### src/source/lcd_init_rom.svh
// panel init table: opcode and 16-bit argument per entry

localparam lcd_bus_pkg::init_entry_t INIT_ROM [lcd_bus_pkg::INIT_LEN] = '{
    '{lcd_bus_pkg::OP_CMD,   16'h0001},    // soft reset
    '{lcd_bus_pkg::OP_DELAY, 16'd50},
    '{lcd_bus_pkg::OP_CMD,   16'h0011},    // sleep out
    '{lcd_bus_pkg::OP_DELAY, 16'd60},
    '{lcd_bus_pkg::OP_CMD,   16'h003A},    // pixel format
    '{lcd_bus_pkg::OP_DATA,  16'h0055},    // 16 bpp
    '{lcd_bus_pkg::OP_CMD,   16'h0036},    // memory access ctrl
    '{lcd_bus_pkg::OP_DATA,  16'h0048},
    '{lcd_bus_pkg::OP_CMD,   16'h002A},    // column window
    '{lcd_bus_pkg::OP_DATA,  16'h0000},
    '{lcd_bus_pkg::OP_DATA,  16'h0000},
    '{lcd_bus_pkg::OP_DATA,  16'h0001},
    '{lcd_bus_pkg::OP_DATA,  16'h00DF},
    '{lcd_bus_pkg::OP_CMD,   16'h0029},    // display on
    '{lcd_bus_pkg::OP_DELAY, 16'd10},
    '{lcd_bus_pkg::OP_END,   16'h0000}
};
### src/source/lcd_host_pkg.sv
// Wishbone request type, register map and CTRL/STATUS bit positions
package lcd_host_pkg;

    localparam int WB_ADR_W = 4;
    localparam int WB_DAT_W = 32;

    typedef struct packed {
        logic                cyc;
        logic                stb;
        logic                we;
        logic [WB_ADR_W-1:0] adr;
        logic [WB_DAT_W-1:0] dat;
    } wb_req_t;

    // byte addresses
    localparam logic [WB_ADR_W-1:0] REG_CMD    = 4'h0;
    localparam logic [WB_ADR_W-1:0] REG_DATA   = 4'h4;
    localparam logic [WB_ADR_W-1:0] REG_CTRL   = 4'h8;
    localparam logic [WB_ADR_W-1:0] REG_STATUS = 4'hC;

    localparam int CTRL_BL_BIT        = 0;
    localparam int STAT_INIT_DONE_BIT = 0;
    localparam int STAT_BUSY_BIT      = 1;

    typedef enum logic [1:0] {SEL_CMD, SEL_DATA, SEL_CTRL, SEL_STATUS} reg_sel_t;

endpackage

### src/source/lcd_bus_pkg.sv
// panel word type, write-cycle timing, reset timing, init table types and bus FSM states
package lcd_bus_pkg;

    localparam int LCD_DATA_W = 16;

    typedef struct packed {
        logic                  rs;     // 0 command, 1 data
        logic [LCD_DATA_W-1:0] value;
    } lcd_word_t;

    // 8080 write cycle, in pclk cycles
    localparam int WR_LOW_CYC  = 2;
    localparam int WR_HIGH_CYC = 2;
    localparam int PHASE_W     =
        $clog2((WR_LOW_CYC > WR_HIGH_CYC ? WR_LOW_CYC : WR_HIGH_CYC) + 1);

    // panel reset pulse and settle time
    localparam int RST_HOLD_CYC = 40;
    localparam int RST_WAIT_CYC = 40;

    typedef enum logic [1:0] {
        OP_CMD,
        OP_DATA,
        OP_DELAY,    // arg is a wait in cycles
        OP_END
    } init_op_t;

    typedef struct packed {
        init_op_t              op;
        logic [LCD_DATA_W-1:0] arg;
    } init_entry_t;

    localparam int INIT_LEN   = 16;
    localparam int INIT_IDX_W = $clog2(INIT_LEN);

    typedef enum logic [1:0] {BUS_IDLE, BUS_WR_LOW, BUS_WR_HIGH} bus_state_t;

endpackage

### src/source/lcd_top.sv
// TFT panel controller top: Wishbone regs, init sequencer, source arbiter, 8080 bus engine
`timescale 1ns/1ps

module lcd_top (
    input  logic                                  pclk,
    input  logic                                  rst_n,
    input  lcd_host_pkg::wb_req_t                 wb_req_i,
    output logic [lcd_host_pkg::WB_DAT_W-1:0]     wb_dat_o,
    output logic                                  wb_ack_o,
    output logic                                  lcd_rst_o,
    output logic                                  lcd_cs_o,
    output logic                                  lcd_rs_o,
    output logic                                  lcd_wr_o,
    output logic [lcd_bus_pkg::LCD_DATA_W-1:0]    lcd_data_o,
    output logic                                  lcd_bl_o
);
    import lcd_bus_pkg::*;

    lcd_word_t host_word, init_word, bus_word;
    logic      host_valid, host_ready, init_valid, init_ready, bus_valid, bus_ready;
    logic      init_done, bus_busy;

    lcd_wb_regs u_regs (.pclk, .rst_n, .wb_req_i, .wb_dat_o, .wb_ack_o,
        .host_word_o(host_word), .host_valid_o(host_valid), .host_ready_i(host_ready),
        .init_done_i(init_done), .bus_busy_i(bus_busy), .lcd_bl_o);

    lcd_init_seq u_init (.pclk, .rst_n, .init_word_o(init_word), .init_valid_o(init_valid),
        .init_ready_i(init_ready), .lcd_rst_o, .init_done_o(init_done));

    lcd_cmd_arb u_arb (.pclk, .rst_n, .init_done_i(init_done),
        .init_word_i(init_word), .init_valid_i(init_valid), .init_ready_o(init_ready),
        .host_word_i(host_word), .host_valid_i(host_valid), .host_ready_o(host_ready),
        .bus_word_o(bus_word), .bus_valid_o(bus_valid), .bus_ready_i(bus_ready));

    lcd_bus_engine u_bus (.pclk, .rst_n, .bus_word_i(bus_word), .bus_valid_i(bus_valid),
        .bus_ready_o(bus_ready), .busy_o(bus_busy), .lcd_cs_o, .lcd_rs_o, .lcd_wr_o,
        .lcd_data_o);

endmodule

### src/source/lcd_wb_regs.sv
// Wishbone classic slave: CMD/DATA word push, CTRL backlight, STATUS readback
`timescale 1ns/1ps

module lcd_wb_regs (
    input  logic                              pclk,
    input  logic                              rst_n,
    input  lcd_host_pkg::wb_req_t             wb_req_i,
    output logic [lcd_host_pkg::WB_DAT_W-1:0] wb_dat_o,
    output logic                              wb_ack_o,
    output lcd_bus_pkg::lcd_word_t            host_word_o,
    output logic                              host_valid_o,
    input  logic                              host_ready_i,
    input  logic                              init_done_i,
    input  logic                              bus_busy_i,
    output logic                              lcd_bl_o
);
    import lcd_bus_pkg::*;
    import lcd_host_pkg::*;

    reg_sel_t            sel;
    logic                req;
    logic                word_wr;    // CMD or DATA write
    logic                ack_q;      // reads and CTRL/STATUS writes
    logic                bl_q;
    logic                host_valid_q;
    lcd_word_t           host_word_q;
    logic [WB_DAT_W-1:0] status;
    logic [WB_DAT_W-1:0] rd_val;
    logic [WB_DAT_W-1:0] rd_dat_q;

    always_comb begin
        sel = SEL_STATUS;
        case ({wb_req_i.adr[WB_ADR_W-1:2], 2'b00})
            REG_CMD:    sel = SEL_CMD;
            REG_DATA:   sel = SEL_DATA;
            REG_CTRL:   sel = SEL_CTRL;
            REG_STATUS: sel = SEL_STATUS;
            default:    sel = SEL_STATUS;
        endcase
    end

    assign req     = wb_req_i.cyc && wb_req_i.stb;
    assign word_wr = req && wb_req_i.we && (sel == SEL_CMD || sel == SEL_DATA);

    always_comb begin
        status                     = '0;
        status[STAT_INIT_DONE_BIT] = init_done_i;
        status[STAT_BUSY_BIT]      = bus_busy_i;
        rd_val                     = '0;    // CMD/DATA read as zero
        if (sel == SEL_CTRL) rd_val[CTRL_BL_BIT] = bl_q;
        if (sel == SEL_STATUS) rd_val = status;
    end

    always_ff @(posedge pclk) begin
        if (!rst_n) begin
            ack_q        <= 1'b0;
            bl_q         <= 1'b0;
            host_valid_q <= 1'b0;
        end else begin
            ack_q <= req && !word_wr && !ack_q;
            if (req && wb_req_i.we && sel == SEL_CTRL && !ack_q) begin
                bl_q <= wb_req_i.dat[CTRL_BL_BIT];
            end
            if (host_valid_q && host_ready_i) host_valid_q <= 1'b0;
            else if (word_wr && !host_valid_q) host_valid_q <= 1'b1;
        end
    end

    always_ff @(posedge pclk) begin
        rd_dat_q <= (req && !wb_req_i.we) ? rd_val : '0;
        if (word_wr && !host_valid_q) begin
            host_word_q <= '{rs: (sel == SEL_DATA), value: wb_req_i.dat[LCD_DATA_W-1:0]};
        end
    end

    // word writes ack in the cycle the arbiter takes them
    assign wb_ack_o     = ack_q || (host_valid_q && host_ready_i);
    assign wb_dat_o     = rd_dat_q;
    assign host_word_o  = host_word_q;
    assign host_valid_o = host_valid_q;
    assign lcd_bl_o     = bl_q;

    a_ack_single: assert property (@(posedge pclk) disable iff (!rst_n)
        wb_ack_o |=> !wb_ack_o);

endmodule

### src/source/lcd_init_seq.sv
// panel reset pulse timing and playback of the init table
`timescale 1ns/1ps

module lcd_init_seq (
    input  logic                   pclk,
    input  logic                   rst_n,
    output lcd_bus_pkg::lcd_word_t init_word_o,
    output logic                   init_valid_o,
    input  logic                   init_ready_i,
    output logic                   lcd_rst_o,
    output logic                   init_done_o
);
    import lcd_bus_pkg::*;

    `include "lcd_init_rom.svh"

    typedef enum logic [2:0] {
        ST_RST_HOLD,
        ST_RST_WAIT,
        ST_FETCH,
        ST_EMIT,
        ST_DELAY,
        ST_DONE
    } seq_state_t;

    seq_state_t            state_q;
    logic [LCD_DATA_W-1:0] cnt_q;       // reset phases and delays
    logic [INIT_IDX_W-1:0] idx_q;
    init_entry_t           entry_q;
    init_entry_t           rom_entry;

    assign rom_entry = INIT_ROM[idx_q];

    always_ff @(posedge pclk) begin
        if (!rst_n) begin
            state_q <= ST_RST_HOLD;
            cnt_q   <= '0;
            idx_q   <= '0;
        end else begin
            case (state_q)
                ST_RST_HOLD: begin
                    if (cnt_q == LCD_DATA_W'(RST_HOLD_CYC - 1)) begin
                        state_q <= ST_RST_WAIT;
                        cnt_q   <= '0;
                    end else begin
                        cnt_q <= cnt_q + 1'b1;
                    end
                end
                ST_RST_WAIT: begin
                    if (cnt_q == LCD_DATA_W'(RST_WAIT_CYC - 1)) state_q <= ST_FETCH;
                    else cnt_q <= cnt_q + 1'b1;
                end
                ST_FETCH: begin
                    case (rom_entry.op)
                        OP_CMD, OP_DATA: state_q <= ST_EMIT;
                        OP_DELAY: begin
                            state_q <= ST_DELAY;
                            cnt_q   <= LCD_DATA_W'(1);
                        end
                        default: state_q <= ST_DONE;    // OP_END
                    endcase
                    if (rom_entry.op != OP_END) idx_q <= idx_q + 1'b1;
                end
                ST_EMIT: if (init_ready_i) state_q <= ST_FETCH;
                ST_DELAY: begin
                    if (cnt_q >= entry_q.arg) state_q <= ST_FETCH;
                    else cnt_q <= cnt_q + 1'b1;
                end
                default: state_q <= ST_DONE;
            endcase
        end
    end

    always_ff @(posedge pclk) begin
        if (state_q == ST_FETCH) entry_q <= rom_entry;
    end

    assign init_word_o  = '{rs: (entry_q.op == OP_DATA), value: entry_q.arg};
    assign init_valid_o = (state_q == ST_EMIT);
    assign lcd_rst_o    = (state_q != ST_RST_HOLD);
    assign init_done_o  = (state_q == ST_DONE);

    // panel has been out of reset for the whole wait time before any word
    a_rst_before_word: assert property (@(posedge pclk) disable iff (!rst_n)
        init_valid_o |-> lcd_rst_o && $past(lcd_rst_o, RST_WAIT_CYC));

endmodule

### src/source/lcd_cmd_arb.sv
// source select between init and host words, one-entry buffer toward the bus engine
`timescale 1ns/1ps

module lcd_cmd_arb (
    input  logic                   pclk,
    input  logic                   rst_n,
    input  logic                   init_done_i,
    input  lcd_bus_pkg::lcd_word_t init_word_i,
    input  logic                   init_valid_i,
    output logic                   init_ready_o,
    input  lcd_bus_pkg::lcd_word_t host_word_i,
    input  logic                   host_valid_i,
    output logic                   host_ready_o,
    output lcd_bus_pkg::lcd_word_t bus_word_o,
    output logic                   bus_valid_o,
    input  logic                   bus_ready_i
);
    import lcd_bus_pkg::*;

    lcd_word_t buf_word_q;
    logic      buf_valid_q;
    logic      take;         // buffer free or draining this cycle
    lcd_word_t src_word;
    logic      src_valid;

    assign take         = !buf_valid_q || bus_ready_i;
    assign init_ready_o = take && !init_done_i;
    assign host_ready_o = take && init_done_i;
    assign src_valid    = init_done_i ? host_valid_i : init_valid_i;
    assign src_word     = init_done_i ? host_word_i : init_word_i;

    always_ff @(posedge pclk) begin
        if (!rst_n) buf_valid_q <= 1'b0;
        else if (take) buf_valid_q <= src_valid;
    end

    always_ff @(posedge pclk) begin
        if (take && src_valid) buf_word_q <= src_word;
    end

    assign bus_word_o  = buf_word_q;
    assign bus_valid_o = buf_valid_q;

    // bus ownership passes to the host once and never returns
    a_one_owner: assert property (@(posedge pclk) disable iff (!rst_n)
        host_ready_o |-> !init_ready_o ##1 !init_ready_o);
    // no init word is left stranded when the sequencer reports done
    a_init_drained: assert property (@(posedge pclk) disable iff (!rst_n)
        init_done_i |-> !init_valid_i);

endmodule

### src/source/lcd_bus_engine.sv
// 8080 parallel write-cycle generator: cs, rs, wr and 16-bit data toward the panel
`timescale 1ns/1ps

module lcd_bus_engine (
    input  logic                               pclk,
    input  logic                               rst_n,
    input  lcd_bus_pkg::lcd_word_t             bus_word_i,
    input  logic                               bus_valid_i,
    output logic                               bus_ready_o,
    output logic                               busy_o,
    output logic                               lcd_cs_o,
    output logic                               lcd_rs_o,
    output logic                               lcd_wr_o,
    output logic [lcd_bus_pkg::LCD_DATA_W-1:0] lcd_data_o
);
    import lcd_bus_pkg::*;

    bus_state_t         state_q;
    logic [PHASE_W-1:0] phase_q;
    lcd_word_t          word_q;
    logic               low_last;
    logic               high_last;

    assign low_last  = (phase_q == PHASE_W'(WR_LOW_CYC - 1));
    assign high_last = (phase_q == PHASE_W'(WR_HIGH_CYC - 1));
    // the last high cycle may take the next word, 4 cycles per word
    assign bus_ready_o = (state_q == BUS_IDLE) || (state_q == BUS_WR_HIGH && high_last);

    always_ff @(posedge pclk) begin
        if (!rst_n) begin
            state_q <= BUS_IDLE;
            phase_q <= '0;
        end else begin
            case (state_q)
                BUS_IDLE: if (bus_valid_i) state_q <= BUS_WR_LOW;
                BUS_WR_LOW: begin
                    if (low_last) begin
                        state_q <= BUS_WR_HIGH;
                        phase_q <= '0;
                    end else begin
                        phase_q <= phase_q + 1'b1;
                    end
                end
                BUS_WR_HIGH: begin
                    if (high_last) begin
                        state_q <= bus_valid_i ? BUS_WR_LOW : BUS_IDLE;
                        phase_q <= '0;
                    end else begin
                        phase_q <= phase_q + 1'b1;
                    end
                end
                default: state_q <= BUS_IDLE;
            endcase
        end
    end

    always_ff @(posedge pclk) begin
        if (bus_valid_i && bus_ready_o) word_q <= bus_word_i;
    end

    assign busy_o     = (state_q != BUS_IDLE);
    assign lcd_cs_o   = (state_q == BUS_IDLE);   // low across the whole cycle
    assign lcd_wr_o   = (state_q != BUS_WR_LOW);
    assign lcd_rs_o   = lcd_cs_o | word_q.rs;    // idles high
    assign lcd_data_o = word_q.value;

    // wr rises while cs is still low, so the panel latch edge is inside cs
    a_wr_in_cs: assert property (@(posedge pclk) disable iff (!rst_n)
        !lcd_wr_o |-> !lcd_cs_o ##1 !lcd_cs_o);

endmodule

### config.mk
export PLATFORM = sky130hd
export DESIGN_NAME = lcd_top
export DESIGN_NICKNAME = d
export VERILOG_FILES = /design/src/source/lcd_host_pkg.sv /design/src/source/lcd_bus_pkg.sv /design/src/source/lcd_top.sv /design/src/source/lcd_wb_regs.sv /design/src/source/lcd_init_seq.sv /design/src/source/lcd_cmd_arb.sv /design/src/source/lcd_bus_engine.sv
export VERILOG_INCLUDE_DIRS = /design/src /design/src/source
export SDC_FILE = /design/constraint.sdc
export NUM_CORES = 1
export LEC_CHECK = 0
export ABC_AREA = 1
export BUFFER_PORTS_ARGS = -buffer_cell sky130_fd_sc_hd__buf_2
export CAP_MARGIN = 10
export CELL_PAD_IN_SITES_DETAIL_PLACEMENT = 1
export CELL_PAD_IN_SITES_GLOBAL_PLACEMENT = 1
export CORE_MARGIN = 2
export CORE_UTILIZATION = 38
export DETAILED_ROUTE_END_ITERATION = 8
export PLACE_DENSITY_LB_ADDON = 0.1
export SLEW_MARGIN = 20
export SYNTH_ARGS = -nofsm -noshare
export SYNTH_HDL_FRONTEND = slang
export SYNTH_SLANG_ARGS = --single-unit
### constraint.sdc
create_clock -name pclk -period 2.46 [get_ports pclk]
set_clock_uncertainty 0.05 [all_clocks]
set_input_delay 0.492 -clock pclk [delete_from_list [all_inputs] [get_ports pclk]]
set_output_delay 0.492 -clock pclk [all_outputs]
set_load 0.01 [all_outputs]
==> results of run 1 <==
## critical path: stages, from the launching register on
cell     delay (ps)
dfxtp_2         360
inv_1            80
ha_1            220
inv_1            90
o21ai_1          90
nor2_1          140
inv_1            90
nand3_1         100
nand2_1          60
buf_2           140
## synth_stat cells, types with 2 or more instances
| cell | count |
|---|---|
| nand2_1 | 119 |
| o21ai_1 | 2 |
| buf_4 | 46 |
| nor3_1 | 3 |
| ha_1 | 22 |
| buf_6 | 4 |
| edfxtp_1 | 61 |
| a21oi_1 | 44 |
| nand3b_1 | 2 |
| xor2_1 | 4 |
| nand3_1 | 34 |
| dfxtp_1 | 33 |
| nand4_1 | 9 |
| clkbuf_1 | 5 |
| or2_2 | 2 |
| inv_1 | 70 |
| a22oi_1 | 2 |
| o21ai_0 | 21 |
| buf_2 | 3 |
| nand3_2 | 5 |
| a21oi_2 | 5 |
| inv_2 | 2 |
| nand2_4 | 3 |
| nor2_2 | 2 |
| nor2_1 | 53 |
| nand2_2 | 4 |
## worst paths after layout
| check | end | slack, ps | depth (start not counted) |
|---|---|---|---|
| worst max-delay path | wb_ack_o | 210 | 9 |
| worst min-delay path | u_regs.host_word_o[5]$_DFFE_PP_ | 260 | 1 |
| worst max register to register | u_arb.bus_word_o[9]$_SDFFCE_PN0P_ | 410 | 8 |
| worst min register to register | u_bus.lcd_data_o[15]$_DFFE_PP_ | 360 | 0 |
## per-layer routing
metal  track usage [%]  up-vias
met4              3.79        0
met2              28.4       51
met5                 0        -
met1              19.9     1732
li1                  -     1865
met3              4.74       10
## cells in the final DEF, fill, tap and decap left out, types with 2 or more instances in the layout
cell type,count
nand2_4,3
nand2_2,4
ha_1,22
nand4_1,9
buf_2,46
a21oi_1,44
dfxtp_1,32
nand2_1,119
nor3_2,2
inv_1,70
edfxtp_1,61
nand3b_1,2
nand3_2,5
nor2_1,53
nor2_2,2
a22oi_1,2
inv_6,3
buf_4,13
a21oi_2,5
clkbuf_1,2
nand3_1,34
nor3_1,2
xor2_1,4
or2_2,2
o21ai_0,20
conb_1,30
inv_2,2
clkbuf_16,9
o21ai_1,3
## kinds of logic (layout without fill, tap and decap cells)
logic type               Yosys count  count (layout)
AO/OA/AOI/OAI                     77              77
XOR/XNOR                           5               5
adder cells (fa/ha/maj)           22              22
buffers and inverters            131             148
flip-flops                        94              94
other                              1              30
AND/OR/NAND/NOR                  240             240
## where the power goes
| part | leakage [nW] | internal, W | switching (W) |
|---|---|---|---|
| clock | 0.135 | 0.000697 | 0.000612 |
| sequential | 0.804 | 0.00170 | 0.0000235 |
| combinational | 1.43 | 0.000105 | 0.000173 |
| total | 2.37 | 0.00250 | 0.000809 |
## registers in the layout, indices dropped and copies added, names as in the netlist, 2 cells and up
name / cells
u_regs.host_word_o: 17
u_bus.state_q: 2
u_init.init_word_o: 8
u_bus.phase_q: 2
u_bus.lcd_data_o: 16
u_init.entry_q: 2
u_init.state_q: 3
u_regs.wb_dat_o: 2
u_init.idx_q: 4
u_arb.bus_word_o: 17
u_init.cnt_q: 16
## metrics by stage
step | area [sq um] | total power (W) | hold slack (ps) | util [%] | setup slack, ps
2_1_floorplan | 5130 | 0.00196 | 350 | - | 70.3
6_report | 5530 | 0.00331 | 265 | 43.3 | 211
5_1_grt | 5530 | 0.00345 | 245 | 43.3 | 12.6
3_3_place_gp | 5250 | 0.00201 | 351 | 41.1 | 423
3_5_place_dp | 5250 | 0.00203 | 355 | 41.1 | 295
4_1_cts | 5530 | 0.00336 | 251 | 43.3 | 99.0
## area by class of cell
type                    instances  area share, %
clock inverters                 5          0.724
well taps                     172           3.89
repair buffers                 59           5.93
clock buffers                  11           4.21
inverters                      73           5.00
multi-input cells             374           35.1
flip-flops and latches         94           45.1
## what timing repair did
action / in CTS / in global routing
setup endpoints to repair: 0 / 1
endpoints found under the hold margin: 0 / 0
gates resized for setup: 0 / 2
==> results by group, run 1 <==
Status
  • Outcome: finished, final reports clean

Routing
  • DRT iter0 DRCs: 156
  • WL/cell: 13.8 microns
  • WL met2: roughly 5400 microns
  • Total Wirelength: between 10000 and 15000 microns
  • Met1 WL: roughly 5000 microns
  • Via count: approximately 3700
  • TritonRoute pass-1 iters: 4
  • DR vias/cell: 4.64
  • DRC: 0
  • Met3 WL: approximately 350 microns
  • Post-route ant nets: 0
  • Highest metal used: met4

Logic synthesis
  • Synth top area share: between 30 and 40%
  • Ys Warns: 0
  • Leading post-synthesis cells by cell area: edfxtp_1 36%, dfxtp_1 13%, nand2_1 8.9%
  • Post-synthesis xor/xnor area fraction: 0.872%
  • Share of synthesized registers carrying an async set or reset: 0%
  • Ys flop type: edfxtp_1
  • Number of synthesized flops with an enable pin: between 60 and 70
  • Sequential area share after synthesis: about half
  • Post-synthesis simple-gate area fraction: between 20% and 30%
  • Synthesized area: 5020 sq um
  • Largest family of logic cells by synthesized area: simple AND/OR/NAND/NOR gates
  • Count of cell types in the netlist: 36
  • Syn Inst Count: 570
  • Avg Cell Area, Syn: about 8.8 sq um
  • Yosys reg bits: 94
  • Post-Synth Adder-Cell Area: 5.48%
  • Compound-Gate Fraction of Synth Area: 8.37%
  • Synth area leader: edfxtp_1
  • Mux share of post-synthesis cell area: 0%

Timing
  • Worst-margin pin slew: ~670 ps
  • Setup TNS: 0 ps
  • RSZ-0062 raised after global routing: false
  • Max Clk Rate: approximately 440 MHz
  • Final period util: around nine tenths
  • Fin crit period: around 2200 ps
  • Final Max Tran Viols: 0
  • Final setup viols: 0
  • Hold Violations, Final: 0
  • Slew HR: ~55%

Global routing
  • Initial antenna violation count: 0
  • Tot GR Track Use: between 10% and 20%
  • First-pass GRT wire length: 18200 microns
  • Vias in the first global route: 3706
  • Grt total ovfl: 0
  • Largest net degree at the start of global routing: 19

Clock network
  • Clock Path Buffers: 2
  • Worst-path clk slew: about 70 ps
  • H-tree Lvls: 3
  • Clk Tree Root Cell: clkbuf_16
  • Clk sinks: 94
  • Post-CTS setup buffers: 0
  • CTS Buf Count: 9
  • Hold buffers post-CTS: 0
  • Clk_lat worst skew: approximately 350 ps
  • TritonCTS clock tree: built

Die
  • Core box area: 12800 sq um
  • Die Wd: 119 microns
  • Starting density of the core: between 30% and 40%
  • Die H: 119 microns
  • Row count: about 40
  • I/O Pins: 95
  • Die ar.: around 14000 sq um

Worst setup path
  • Worst Path Required: 1920 ps
  • Worst Setup SP: u_bus.state_q[0]$_SDFFE_PN0P_
  • Crit path DAT: roughly 1700 ps
  • Setup CP Type: flop to output port
  • Crit-path max FO: 4
  • Endpoint type of the worst setup path: output port
  • RR Startpoint: u_bus.state_q[0]$_SDFFE_PN0P_
  • CP Launch Type: flop

Placement
  • Placed cell count: 772
  • GP Congestion: around 0.80
  • Port-buffer cells: 46
  • DP HPWL: between 8000 and 9000 microns

Layout
  • Layout cells sized above 1: between 15 and 20%
  • Final #Nets: about 670
  • FILL cells: around 1600
  • Area Growth Syn to Fin: 10.1%
  • Final cell count without fillers: about 800
  • Storage element area: around 2500 sq um
  • Diodes inserted: 0
  • Area of the multi-input gates: just under 2000 sq um

Pwr
  • Peak supply drop: between 200 and 300 uV
  • Leakage Power: between 2 and 2.5 nW
  • Pwr Density: roughly 600 nW/um^2

Flow run
  • Maxcap violations: 0

Worst hold path
  • Hold path start: wb_req_i[5]
  • Worst min path class: input pin to flop
(Power assumes the default switching activity.)
==> run 2: changes to the inputs <==
--- a/config.mk
+++ b/config.mk
@@ -12,7 +12,7 @@
 export CELL_PAD_IN_SITES_DETAIL_PLACEMENT = 1
 export CELL_PAD_IN_SITES_GLOBAL_PLACEMENT = 1
 export CORE_MARGIN = 2
-export CORE_UTILIZATION = 38
+export CORE_UTILIZATION = 42
 export DETAILED_ROUTE_END_ITERATION = 8
 export PLACE_DENSITY_LB_ADDON = 0.1
 export SLEW_MARGIN = 20
==> constraint.sdc (replaced) <==
create_clock -name pclk -period 2.4 [get_ports pclk]
set_clock_uncertainty 0.05 [all_clocks]
set_input_delay 0.48 -clock pclk [delete_from_list [all_inputs] [get_ports pclk]]
set_output_delay 0.48 -clock pclk [all_outputs]
set_load 0.01 [all_outputs]
==> run 2 against run 1 <==
Against the previous run: setup slack got worse by 38 ps; sequential cell count did not move; highest routed layer unchanged; final area barely moved; core utilization rose by 4.6 points; count of clock-buffer cells in the layout fell by 1; largest power group unchanged.
==> results by group, run 2 (synthesized netlist as in run 1, its figures left out) <==
Die
  • Die Wd: ~110 microns
  • Die H: approximately 110 microns
  • Row count: 39
  • I/O Pins: 95
  • Core box area: 11600 sq um
  • Die ar.: 12800 sq um
  • Starting density of the core: between 40% and 50%

Timing
  • Fin crit period: between 2000 and 2500 ps
  • Setup WS post-layout: between 150 and 200 ps
  • Max Clk Rate: 449 MHz
  • Final Max Tran Viols: 0
  • Slew HR: about two thirds
  • Hold WS: ~250 ps
  • Hold Violations, Final: 0
  • Final setup viols: 0
  • Final period util: 92.8%
  • Worst-margin pin slew: between 500 and 600 ps

Pwr
  • Register share of total power: around half
  • Switch Pwr: ~0.00084 W
  • Internal power: between 0.002 and 0.003 W
  • Peak supply drop: roughly 530 uV
  • Pwr Density: ~620 nW/um^2
  • Leakage Power: 2.38 nW
  • Logic pwr share: about 8.6%
  • Fraction of power spent switching nets: between 20% and 30%
  • Clk pwr share: between 30% and 40%
  • Power, Total: between 0.003 and 0.004 W

Clock network
  • H-tree Lvls: 3
  • Clk sinks: 94
  • Worst-path clk slew: around 70 ps
  • TritonCTS clock tree: built
  • Clock Path Buffers: 2
  • Hold buffers post-CTS: 0
  • Clk Tree Root Cell: clkbuf_16
  • Clk_lat worst skew: 360 ps
  • CTS Buf Count: 9

Worst setup path
  • CP max stage delay: approximately 370 ps
  • Worst Path Required: roughly 1900 ps
  • Family with the most delay on the worst path: buffers and inverters
  • Crit path DAT: 1700 ps
  • Worst Setup SP: u_bus.state_q[1]$_SDFFE_PN0P_
  • Cells along the critical path: inv_2 -> ha_4 -> inv_1 -> o21ai_1 -> nor2_1 -> inv_1 -> nand3_1 -> nand2_1 -> buf_2
  • Critical Path Slowest Stage Cell: dfxtp_1
  • Flop-to-flop setup slack: ~310 ps
  • CP Depth: 9
  • RR Endpoint: u_init.cnt_q[0]$_SDFFE_PN0P_
  • Setup CP Type: flop to output port
  • Crit-path max FO: 4
  • Endpoint type of the worst setup path: output port
  • Buf+Inv Stages, Crit Path: 4
  • Critical Path Sink: wb_ack_o
  • FF-to-FF path depth: 9
  • CP Launch Type: flop
  • Cell repeated most along the worst path: inv_1
  • RR Startpoint: u_init.cnt_q[7]$_SDFFE_PN0P_

Layout
  • Layout cells sized above 1: between 15 and 20%
  • Most common cell after layout, fill and taps aside: nand2_1
  • FILL cells: between 1000 and 1500
  • Area of the multi-input gates: about 2000 sq um
  • Final cell count without fillers: between 700 and 800
  • Storage element area: approximately 2500 sq um
  • Area Growth Syn to Fin: 10.2%
  • Final #Nets: a little under 700
  • Diodes inserted: 0
  • Commonest cells after routing, fill and taps aside: 119 x nand2_1, 68 x inv_1, 61 x edfxtp_1

Flow run
  • Maxcap violations: 0

Routing
  • DRC: 0
  • Via count: approximately 3700
  • DR vias/cell: between 4 and 5
  • Total Wirelength: ~11000 microns
  • DRT iter0 DRCs: between 150 and 200
  • TritonRoute pass-1 iters: 4
  • Post-route ant nets: 0
  • WL/cell: about 15 microns

Global routing
  • Vias in the first global route: around 3800
  • Tot GR Track Use: 19.0%
  • Initial antenna violation count: 0
  • Largest net degree at the start of global routing: 19
  • Grt total ovfl: 0
  • First-pass GRT wire length: around 19000 microns

Worst hold path
  • Worst min path class: input pin to flop
  • Hold path start: wb_req_i[8]

Placement
  • GP Congestion: 0.826
  • Port-buffer cells: 46
  • Place WS: roughly 290 ps
  • DP HPWL: 8530 microns
  • Placed cell count: between 700 and 800

Status
  • Outcome: finished, final reports clean
[run 2: metrics by stage]
stage	util, %	area (sq um)	TNS, ps
final	47.8	5530	0
after global placement	45.2	5220	0
after floorplan	-	5130	0
after global routing	47.8	5530	-6.80
after CTS	47.6	5510	0
after detailed placement	45.2	5220	0
[run 2: worst min-delay path by stage]
stage / endpoint / slack [ps] / depth (start not counted)
after detailed placement: u_bus.lcd_data_o[8]$_DFFE_PP_ / 360 / 0
final: u_regs.host_word_o[8]$_DFFE_PP_ / 250 / 1
after floorplan: u_regs.ack_q$_SDFF_PN0_ / 350 / 1
after CTS: u_regs.host_word_o[6]$_DFFE_PP_ / 240 / 1
after global routing: u_regs.host_word_o[1]$_DFFE_PP_ / 230 / 1
after global placement: u_bus.lcd_data_o[11]$_DFFE_PP_ / 350 / 0
[run 2: area by class of cell]
cell class	count	area share, %
multi-input cells	374	35.4
clock buffers	10	4.14
repair buffers	62	6.33
flip-flops and latches	94	45.1
well taps	143	3.24
clock inverters	6	0.837
inverters	73	5.00
[run 2: per-layer routing]
metal	GRT usage (%)	vias up	routed length (microns)
met5	0	-	0
met4	6.75	0	188
met2	32.1	60	5570
met1	23.6	1761	5340
li1	-	1869	-
met3	4.77	14	378
[run 2: repair_timing]
item                                    CTS  global route
setup buffers                             1             1
resized for setup                         1             6
hold endpoints to repair                  0             0
endpoints found under the setup margin    1             1
pin swaps                                 1             1
[run 2: power by group through the flow]
stage | combinational (W) | sequential (W) | clock (W)
detailed placement | 0.000270 | 0.00180 | 0
finish | 0.000292 | 0.00177 | 0.00135
global placement | 0.000259 | 0.00179 | 0
floorplan | 0.000218 | 0.00179 | 0
CTS | 0.000272 | 0.00176 | 0.00139
global route | 0.000340 | 0.00177 | 0.00144
==> run 3: changes to the inputs <==
--- a/config.mk
+++ b/config.mk
@@ -14,8 +14,11 @@
 export CORE_MARGIN = 2
 export CORE_UTILIZATION = 42
 export DETAILED_ROUTE_END_ITERATION = 8
+export GPL_TIMING_DRIVEN = 0
 export PLACE_DENSITY_LB_ADDON = 0.1
+export SKIP_CTS_REPAIR_TIMING = 1
 export SLEW_MARGIN = 20
 export SYNTH_ARGS = -nofsm -noshare
 export SYNTH_HDL_FRONTEND = slang
+export SYNTH_HIERARCHICAL = 1
 export SYNTH_SLANG_ARGS = --single-unit
==> run 3 against run 2 <==
Against the previous run: sequential share of layout area shrank 5.3 points; clock power grew 6%; wire length grew 12%; fmax shrank 4.6%; area after synthesis grew 6.6%; via count grew 14%; register-to-register slack lost 190 ps; critical path type unchanged; critical endpoint unchanged; largest cell class unchanged; largest power group unchanged.
==> results by group, run 3 <==
Layout
  • Final Util: around half
  • Layout cells sized above 1: 27.3%
  • FILL cells: roughly 1600
  • Diodes inserted: 0
  • Commonest cells after routing, fill and taps aside: 173 x nand2_1, 67 x buf_4, 61 x edfxtp_1
  • Storage element area: 2500 sq um
  • Final #Nets: around 800
  • Most common cell after layout, fill and taps aside: nand2_1
  • Area Growth Syn to Fin: 17.3%
  • Area of the multi-input gates: 2200 sq um

Logic synthesis
  • Avg Cell Area, Syn: around 8.6 sq um
  • Sequential area share after synthesis: 46.6%
  • Yosys reg bits: 94
  • Ys flop type: edfxtp_1
  • Most common cell in the netlist: nand2_1
  • Count of cell types in the netlist: 40
  • Leading post-synthesis cells by cell area: edfxtp_1 34%, dfxtp_1 12%, nand2_1 12%
  • Synth top area share: between 30 and 40%
  • Syn Inst Count: just over 600
  • Number of synthesized flops with an enable pin: 61
  • Share of synthesized registers carrying an async set or reset: 0%
  • Synth cell count leaders: 173 x nand2_1, 64 x buf_4, 61 x edfxtp_1
  • Synthesized area: around 5400 sq um
  • Synth area leader: edfxtp_1
  • Ys Warns: 6

Clock network
  • H-tree Lvls: 3
  • Worst-path clk slew: around 70 ps
  • TritonCTS clock tree: built
  • Clk_lat worst skew: 350 ps
  • CTS Buf Count: 9
  • Clock Path Buffers: 2
  • Clk sinks: 94
  • Clk Tree Root Cell: clkbuf_16

Timing
  • Slew HR: roughly 37%
  • Fin crit period: ~2300 ps
  • Hold Violations, Final: 0
  • Final setup viols: 0
  • RSZ-0062 raised after global routing: true
  • Worst-margin pin slew: 942 ps
  • Final period util: about 100%
  • Setup TNS: 0 ps
  • Final Max Tran Viols: 0
  • Max Clk Rate: about 430 MHz

Die
  • Row count: 41
  • Die H: approximately 120 microns
  • Starting density of the core: roughly 43%
  • Core box area: around 13000 sq um
  • I/O Pins: 95
  • Die Wd: around 120 microns
  • Die ar.: about 14000 sq um

Routing
  • DRC: 0
  • DRT iter0 DRCs: between 200 and 250
  • WL/cell: approximately 14 microns
  • Total Wirelength: around 13000 microns
  • TritonRoute pass-1 iters: 4
  • Via count: 4213
  • Post-route ant nets: 0
  • DR vias/cell: around 4.7

Global routing
  • First-pass GRT wire length: roughly 21000 microns
  • Initial antenna violation count: 0
  • Tot GR Track Use: 19.9%
  • Grt total ovfl: 0
  • Largest net degree at the start of global routing: 20
  • Vias in the first global route: 4249

Worst setup path
  • CP Launch Type: flop
  • Endpoint type of the worst setup path: output port
  • Worst Path Required: about 1900 ps
  • Crit-path max FO: 10
  • Worst Setup SP: u_init/state_q[0]$_SDFFE_PN0P_
  • Crit path DAT: approximately 1800 ps
  • Setup CP Type: flop to output port
  • RR Startpoint: u_init/state_q[0]$_SDFFE_PN0P_

Placement
  • DP HPWL: 9700 microns
  • GP Congestion: roughly 0.86
  • Port-buffer cells: 46

Pwr
  • Leakage Power: roughly 2.9 nW
  • Pwr Density: 586 nW/um^2
  • Power, Total: approximately 0.0037 W
  • Peak supply drop: 269 uV

Status
  • Outcome: finished, final reports clean

Worst hold path
  • Worst min path class: input pin to flop
  • Hold path start: wb_req_i[15]

Flow run
  • Maxcap violations: 0
run 3: changes by cell type after synthesis, sizes merged, moves of 9 or more:
cell	previous run	this run
nand2	126	184
a21oi	49	38
inv	73	63
nand3	39	48
buf	53	70
o21ai	24	9
run 3: power breakdown:
group	total, W	switching, W	internal (W)
logic	0.000468	0.000284	0.000184
registers	0.00178	0.0000350	0.00175
clock network	0.00143	0.000626	0.000800
run 3: metrics by stage:
stage | worst slack [ps] | hold WS [ps] | cells | area (sq um)
after floorplan | 310 | 350 | 658 | 5490
after global placement | -248 | 351 | 876 | 5940
after detailed placement | -267 | 360 | 876 | 5940
after CTS | -510 | 241 | 891 | 6230
after global routing | -77.2 | 252 | 894 | 6280
final | 65.6 | 254 | 894 | 6280
run 3: worst paths after layout:
path | end | slack [ps] | depth (start not counted)
setup / recovery | wb_ack_o | 70 | 8
hold / removal | u_regs/host_word_o[15]$_DFFE_PP_ | 250 | 1
setup reg to reg | u_arb/bus_word_o[13]$_DFFE_PP_ | 120 | 6
hold reg to reg | u_bus/lcd_data_o[11]$_DFFE_PP_ | 370 | 0
run 3: area by class of cell:
class	instances	area share, %
inverters	65	3.89
clock buffers	9	3.59
plain buffers	73	9.21
repair buffers	49	4.03
multi-input cells	426	35.1
flip-flops and latches	94	39.8
well taps	172	3.43
clock inverters	6	0.997
run 3: per-layer routing:
layer | vias to the layer above | routed length (microns) | global-route usage (%)
met5 | - | 0 | 0
met4 | 0 | 172 | 6.98
met2 | 63 | 6700 | 36.4
met1 | 2031 | 5510 | 23.8
met3 | 13 | 435 | 2.88
li1 | 2106 | - | -
run 3: logic make-up (layout without fill, tap and decap cells):
kind of cell	count (synthesis)	in the layout	synth area share [%]
buffers and inverters	138	202	15.2
XOR/XNOR	4	4	0.654
adder cells (fa/ha/maj)	21	21	4.91
flip-flops	94	94	46.6
AND/OR/NAND/NOR	306	306	26.2
AO/OA/AOI/OAI	57	57	6.29
other	2	38	0.140
run 3: critical path, cell delays in order, from the launching register on:
cell and delay, ps:
dfxtp_2 400, inv_1 100, nor3_4 250, inv_2 140, buf_6 170, nor2_1 100, nand2_1 80, nand2_1 70
buf_2 120
